--- src/common/cache_types_pkg.sv ---
package cache_types_pkg;

  localparam int WORD_LEN            = 32;
  localparam int NUM_SETS_PER_BANK   = 8;
  localparam int NUM_WAYS            = 4;
  localparam int BLOCK_SIZE          = 4;  // Words per block
  localparam int BLOCK_INDEX_BIT_LEN = 3;
  localparam int WAYS_LEN            = 2;
  localparam int BLOCK_OFF_BIT_LEN   = 2;
  localparam int TAG_LEN             = 27;

  // Tag and set index together name one block in memory
  localparam int BLOCK_ADDR_LEN = TAG_LEN + BLOCK_INDEX_BIT_LEN;

  typedef logic [BLOCK_SIZE-1:0][WORD_LEN-1:0] block_t;

  typedef struct packed {
    logic [TAG_LEN-1:0]             tag;
    logic [BLOCK_INDEX_BIT_LEN-1:0] index;
    logic [BLOCK_OFF_BIT_LEN-1:0]   block_offset;
  } addr_fields_t;

  // Cache side reads the fields, memory side reads the raw word
  typedef union packed {
    logic [WORD_LEN-1:0] raw;
    addr_fields_t        fields;
  } word_addr_t;

  typedef struct packed {
    logic               valid;
    logic               dirty;
    logic [TAG_LEN-1:0] tag;
    block_t             block;
  } cache_frame;

  typedef cache_frame [NUM_WAYS-1:0] cache_set;

  // Ages of one set, 0 is the most recently used way
  typedef logic [NUM_WAYS-1:0][WAYS_LEN-1:0] lru_ages_t;

endpackage

--- src/common/cache_ctrl_pkg.sv ---
package cache_ctrl_pkg;

  typedef enum logic [1:0] {
    IDLE,
    VICTIM_EJECT,
    BLOCK_PULL,
    FINISH
  } miss_state_t;

  typedef struct packed {
    logic                                   valid;
    logic                                   rw_mode;  // 1 is a store
    cache_types_pkg::word_addr_t            addr;
    logic [cache_types_pkg::WORD_LEN-1:0]   store_value;
  } cache_req_t;

  typedef struct packed {
    logic                                 valid;
    logic [cache_types_pkg::WORD_LEN-1:0] load_value;
  } cache_rsp_t;

  typedef struct packed {
    logic                                       valid;
    logic [cache_types_pkg::BLOCK_ADDR_LEN-1:0] block_addr;
  } mem_rd_req_t;

  typedef struct packed {
    logic                                 valid;
    logic [cache_types_pkg::WORD_LEN-1:0] word;
  } mem_fill_t;

  typedef struct packed {
    logic                                 valid;
    cache_types_pkg::word_addr_t          addr;
    logic [cache_types_pkg::WORD_LEN-1:0] word;
  } mem_wr_t;

  typedef struct packed {
    cache_req_t                           req;
    logic [cache_types_pkg::WAYS_LEN-1:0] victim_way;
    logic                                 victim_dirty;
  } mshr_reg;

  // Finished refill handed to the bank store for one cycle
  typedef struct packed {
    logic                                            valid;
    logic [cache_types_pkg::BLOCK_INDEX_BIT_LEN-1:0] index;
    logic [cache_types_pkg::WAYS_LEN-1:0]            way;
    logic [cache_types_pkg::TAG_LEN-1:0]             tag;
    cache_types_pkg::block_t                         block;
    logic                                            dirty;
    logic                                            age_reset;
  } fill_t;

endpackage

--- src/miss_handler/miss_fsm.sv ---
`timescale 1ns/1ps

module miss_fsm (
  input  logic                          CLK,
  input  logic                          nRST,
  input  cache_ctrl_pkg::cache_req_t    req,
  input  logic                          miss,
  input  cache_types_pkg::cache_set     set_frames,
  input  cache_types_pkg::lru_ages_t    ages,
  output cache_ctrl_pkg::mem_rd_req_t   mem_rd,
  input  cache_ctrl_pkg::mem_fill_t     mem_fill,
  output cache_ctrl_pkg::mem_wr_t       mem_wr,
  output cache_ctrl_pkg::fill_t         fill,
  output logic                          busy
);
  import cache_types_pkg::*;
  import cache_ctrl_pkg::*;

  miss_state_t                  state_q;
  miss_state_t                  state_d;
  logic [BLOCK_OFF_BIT_LEN-1:0] count_FSM;
  logic [BLOCK_OFF_BIT_LEN-1:0] next_count_FSM;
  logic                         last_word;
  logic [WAYS_LEN-1:0]          victim_way;
  logic                         victim_dirty;
  logic                         mem_rd_valid;
  mshr_reg                      mshr;
  cache_frame                   victim_q;
  block_t                       pull_buf;
  block_t                       fill_block;
  word_addr_t                   wr_addr;

  victim_select victim_select_i (
    .set_frames (set_frames),
    .ages       (ages),
    .victim_way (victim_way)
  );

  assign victim_dirty = set_frames[victim_way].valid && set_frames[victim_way].dirty;
  assign last_word    = (count_FSM == BLOCK_OFF_BIT_LEN'(BLOCK_SIZE - 1));

  always_comb begin
    state_d        = state_q;
    next_count_FSM = count_FSM;
    case (state_q)
      IDLE: begin
        if (miss) begin
          state_d = victim_dirty ? VICTIM_EJECT : BLOCK_PULL;
        end
      end
      VICTIM_EJECT: begin
        next_count_FSM = count_FSM + 1'b1;  // One word leaves per cycle
        if (last_word) begin
          state_d = BLOCK_PULL;
        end
      end
      BLOCK_PULL: begin
        if (mem_fill.valid) begin
          next_count_FSM = count_FSM + 1'b1;
          if (last_word) begin
            state_d = FINISH;
          end
        end
      end
      default: state_d = IDLE;  // FINISH lasts exactly one cycle
    endcase
  end

  always_ff @(posedge CLK or negedge nRST) begin
    if (!nRST) begin
      state_q      <= IDLE;
      count_FSM    <= '0;
      mem_rd_valid <= 1'b0;
    end else begin
      state_q      <= state_d;
      count_FSM    <= next_count_FSM;
      mem_rd_valid <= (state_d == BLOCK_PULL) && (state_q != BLOCK_PULL);  // Entry pulse
    end
  end

  always_ff @(posedge CLK) begin
    if ((state_q == IDLE) && miss) begin
      mshr.req          <= req;
      mshr.victim_way   <= victim_way;
      mshr.victim_dirty <= victim_dirty;
      victim_q          <= set_frames[victim_way];
    end
    if ((state_q == BLOCK_PULL) && mem_fill.valid) begin
      pull_buf[count_FSM] <= mem_fill.word;  // Words arrive in offset order
    end
  end

  always_comb begin
    fill_block = pull_buf;
    if (mshr.req.rw_mode) begin
      fill_block[mshr.req.addr.fields.block_offset] = mshr.req.store_value;
    end
  end

  always_comb begin
    wr_addr.fields.tag          = victim_q.tag;
    wr_addr.fields.index        = mshr.req.addr.fields.index;
    wr_addr.fields.block_offset = count_FSM;
  end

  assign mem_wr = '{valid: (state_q == VICTIM_EJECT) && mshr.victim_dirty,
                    addr:  wr_addr,
                    word:  victim_q.block[count_FSM]};

  assign mem_rd = '{valid: mem_rd_valid,
                    block_addr: mshr.req.addr.raw[WORD_LEN-1:BLOCK_OFF_BIT_LEN]};

  assign fill = '{valid:     (state_q == FINISH),
                  index:     mshr.req.addr.fields.index,
                  way:       mshr.victim_way,
                  tag:       mshr.req.addr.fields.tag,
                  block:     fill_block,
                  dirty:     mshr.req.rw_mode,
                  age_reset: 1'b1};

  assign busy = (state_q != IDLE);

  assert property (@(posedge CLK) disable iff (!nRST) busy |-> !req.valid)
    else $error("Request sent while a miss is outstanding");

  // The counter may only return to 0 from its last word, and only as the state moves on
  assert property (@(posedge CLK) disable iff (!nRST)
    (($past(count_FSM) != '0) && (count_FSM == '0)) |-> ($past(last_word) && (state_q != $past(state_q))))
    else $error("count_FSM wrapped before %0d words were counted", BLOCK_SIZE);

endmodule

--- src/miss_handler/victim_select.sv ---
`timescale 1ns/1ps

module victim_select (
  input  cache_types_pkg::cache_set            set_frames,
  input  cache_types_pkg::lru_ages_t           ages,
  output logic [cache_types_pkg::WAYS_LEN-1:0] victim_way
);
  import cache_types_pkg::*;

  logic found_invalid;

  always_comb begin
    found_invalid = 1'b0;
    victim_way    = '0;

    // Lowest numbered empty way wins
    for (int w = 0; w < NUM_WAYS; w++) begin
      if (!found_invalid && !set_frames[w].valid) begin
        found_invalid = 1'b1;
        victim_way    = WAYS_LEN'(w);
      end
    end

    // A full set gives up its least recently used way
    if (!found_invalid) begin
      for (int w = 0; w < NUM_WAYS; w++) begin
        if (ages[w] == WAYS_LEN'(NUM_WAYS - 1)) begin
          victim_way = WAYS_LEN'(w);
        end
      end
    end
  end

endmodule

--- config.mk ---
export PLATFORM = sky130hd
export DESIGN_NAME = miss_fsm
export DESIGN_NICKNAME = d
export VERILOG_FILES = /design/src/common/cache_types_pkg.sv /design/src/common/cache_ctrl_pkg.sv /design/src/miss_handler/miss_fsm.sv /design/src/miss_handler/victim_select.sv
export SDC_FILE = /design/constraint.sdc
export NUM_CORES = 1
export LEC_CHECK = 0
export ABC_AREA = 0
export ABC_CLOCK_PERIOD_IN_PS = 14800
export BUFFER_PORTS_ARGS = -buffer_cell sky130_fd_sc_hd__buf_2
export CAP_MARGIN = 30
export CORE_AREA = 2 2 394 396
export DETAILED_ROUTE_END_ITERATION = 12
export DIE_AREA = 0 0 396 398
export PLACE_DENSITY_LB_ADDON = 0.3
export SYNTH_ARGS = -nofsm -noshare
export SYNTH_HDL_FRONTEND = slang
export SYNTH_SLANG_ARGS = --single-unit
--- constraint.sdc ---
create_clock -name CLK -period 14.8 [get_ports CLK]
set_input_delay 1.48 -clock CLK [delete_from_list [all_inputs] [get_ports CLK]]
set_output_delay 1.48 -clock CLK [all_outputs]
set_load 0.01 [all_outputs]
==> results.txt <==
Outcome -> completed
Core area -> 153000 µm²
Cell Chain, Critical Path -> buf_2 > nand2_1 > nand4_2 > nand3_4 > inv_8 > buf_4 > buf_12 > nor2b_1 > a211oi_1 > buf_4 > a31oi_1
Internal cell power -> 0.00242 W
Syn Area/Cell -> 12.0 µm²
Depth of the most critical reg-to-reg path -> 4
Register area -> 10700 µm²
Post-CTS setup buffer count -> 0
Vias/cell -> 3.69
Largest net degree at the start of global routing -> 155
Vias -> 16639
VDD IR-drop max -> 0.0000763 V
Post-synthesis adder-cell area fraction -> 0.268%
Total GRT Usage -> 12.9%
Hold Slack -> 0.579 ns
GRT overflow -> 0
Vias in the first global route -> 16193
Top-area cell type share of the netlist area -> 56.4%
RSZ-0062 raised after global routing -> false
Post-route cell area -> 26900 µm²
Detailed placer's ending HPWL -> 88100 µm
Area contributors post-synth -> edfxtp_1 (56%), mux2_2 (7.8%), nand2_1 (6.3%)
Crit. path cell count -> 11
Placed standard-cell area -> 25300 µm²
Routed WL -> 108000 µm
Power Density -> 134 nW/µm²
Synth Flop Type -> edfxtp_1
Hold EP -> state_q[1]$_DFF_PN0_
Setup-failing EPs final -> 0
Critical path's largest stage delay -> 0.67 ns
Synth cell count leaders -> edfxtp_1 (351), nand2_1 (316), nor2b_1 (156)
Placed Cells -> 4411
H-tree depth -> 2
Setup TNS -> 0 ns
CP max FO -> 154
Antenna Nets Post-Route -> 0
Pre-antenna DRT Iters -> 5
DRC -> 0
Setup ws final -> 9.80 ns
Hold_buf cts -> 0
Logic pwr share -> 28.4%
CP Capture Type -> flop
Number of filler cells placed in the layout -> 17181
Clock Latency Late Sink -> 0.61 ns
Final nets -> 3159
Initial drt markers -> 1155
Switching power -> 0.00117 W
Syn Inst Count -> 1560
Crit path buffers/inverters -> 5
Synth cell types -> 35
CP Class -> primary input to flop
Simple-Gate Fraction of Synth Area -> 12.4%
Req. time, crit path -> 15.11 ns
Most common cell in the netlist -> edfxtp_1
Slew @ Worst Pin -> 1.13 ns
Global-route wire length before repair -> 138000 µm
CP max stage cell -> inv_8
CP top delay family -> buffers and inverters
Hold Crit Start -> state_q[0]$_DFF_PN0_
Area of the multi-input gates -> 6800 µm²
Post_cts resized -> 0
CTS buffer count -> 46
Fmax -> 0.200 GHz
Clock Power Share -> 33.4%
Chip width -> 396 µm
Die extent in y -> 398 µm
Post-synth EDFFs -> 351
Final Max Tran Viols -> 0
Lkg Pwr -> 10.4 nW
Clock Path Buffers -> 3
Reg-to-Reg Start -> state_q[0]$_DFF_PN0_
Fin. Hold Viols -> 0
Syn Nets -> 2302
Area grow syn2layout -> 43.8%
Synth area leader -> edfxtp_1
Post-Syn Area -> 18700 µm²
FF+latch count, synth -> 356
Crit path DAT -> 5.31 ns
Startpoint types -> primary input
Port bufs -> 993
Routability Congestion -> 0.843
Ys async rst share -> 1.40%
Fraction of layout cells with a size suffix above 1 -> 51.9%
Max Cap Violations -> 0
Site row count -> 144
Clk_skew -> 0.0201 ns
Reg2reg end -> victim_q[67]$_DFFE_PP_
R2R Setup Slk -> 11.59 ns
Reg power frac -> 38.2%
Post-synthesis mux area share -> 11.7%
Combinational family with the most area after synthesis -> simple AND/OR/NAND/NOR gates
Synthesis Warnings -> 0
Worst Hold Class -> flop to flop
Initial Util -> 12.2%
Synth Area in Compound Gates -> 11.7%
Sequential area share after synthesis -> 57.0%
CTS Root Cell -> clkbuf_16
CTS tree -> yes
XOR/XNOR Fraction of Synth Area -> 0.0468%
Top cell by count, worst path -> buf_4
Final Cycle Share -> 33.8%
Initial antenna violation count -> 100
Die area -> 158000 µm²
Switching share of power -> 32.6%
Non-filler cells, final -> 4511
Num ports -> 998
Clk sinks -> 356
Clk slew on worst S/H paths -> 0.06 ns
Post-place setup slack -> 9.02 ns
Hold path cells -> 1
Tmin final -> 5.00 ns
Wirelength per Cell -> 23.8 µm
Slew HR -> 24.2%
[placed cells by master, fill, tap and decap left out, types with 2 or more instances in the layout]
cell type	netlist	routed
buf_2	59	995
and2_1	6	2
clkinv_1	0	5
a31oi_1	155	155
nor2b_1	156	156
clkinv_4	0	3
edfxtp_1	351	351
clkbuf_16	0	46
clkbuf_1	56	9
mux4_2	32	32
diode_2	0	13
ha_1	4	4
a211oi_1	155	155
and2_2	0	4
nand2_1	316	316
or2_2	2	2
nand3_1	4	2
buf_4	97	30
inv_1	5	5
mux2i_1	2	2
clkinv_2	0	9
clkinvlp_4	0	2
dfrtp_1	5	3
mux2_2	129	129
bufinv_16	0	8
a21oi_1	2	2
nand3b_1	2	2
nand4_1	2	2
[cells by family after synthesis]
group,after synthesis
buffers and inverters,223
adder cells (fa/ha/maj),4
AO/OA/AOI/OAI,318
AND/OR/NAND/NOR,494
multiplexers,163
XOR/XNOR,1
other,1
flip-flops,356
[power by group through the flow]
stage / logic, W / registers, W / clock network [W]
floorplan: 0.000550 / 0.00140 / 0
global placement: 0.00105 / 0.00139 / 0
detailed placement: 0.00105 / 0.00139 / 0
CTS: 0.00105 / 0.00137 / 0.00125
global route: 0.00110 / 0.00139 / 0.00128
finish: 0.00102 / 0.00137 / 0.00120
[worst max path at each step]
stage | from | endpoint | slack, ns
after floorplan | miss | state_q[0]$_DFF_PN0_ | 2.77
after global placement | ages[4] | mem_wr[61]$_DFFE_PP_ | 8.93
after detailed placement | ages[4] | victim_q[0]$_DFFE_PP_ | 9.02
after CTS | ages[4] | victim_q[0]$_DFFE_PP_ | 9.66
after global routing | ages[5] | mem_wr[58]$_DFFE_PP_ | 9.46
final | ages[4] | mem_wr[56]$_DFFE_PP_ | 9.80
[metrics by stage]
step / total power (W) / utilization, %
floorplan: 0.00195 / -
global placement: 0.00244 / 16.5
detailed placement: 0.00244 / 16.5
CTS: 0.00368 / 17.5
global route: 0.00377 / 17.5
finish: 0.00359 / 17.5
[metal layers]
metal / up-vias / track usage [%] / part of all wire [%] / routed length, µm
met5: - / 0 / 0.23 / 243
met4: 36 / 3.01 / 2.6 / 2830
met3: 215 / 4.09 / 8.5 / 9110
met2: 889 / 22.3 / 49 / 52600
met1: 8012 / 15.4 / 40 / 42800
li1: 7487 / - / - / -
[layout make-up]
type                            count  share of cell area, %
Antenna cell                       13                  0.121
Clock buffer                       56                   4.46
Clock inverter                     29                   1.42
Inverter                            6                  0.112
Multi-Input combinational cell    981                   25.3
Sequential cell                   356                   39.7
Tap cell                         2044                   9.51
Timing Repair Buffer             1026                   19.4
No activity file was read; power rests on OpenSTA's default activity.
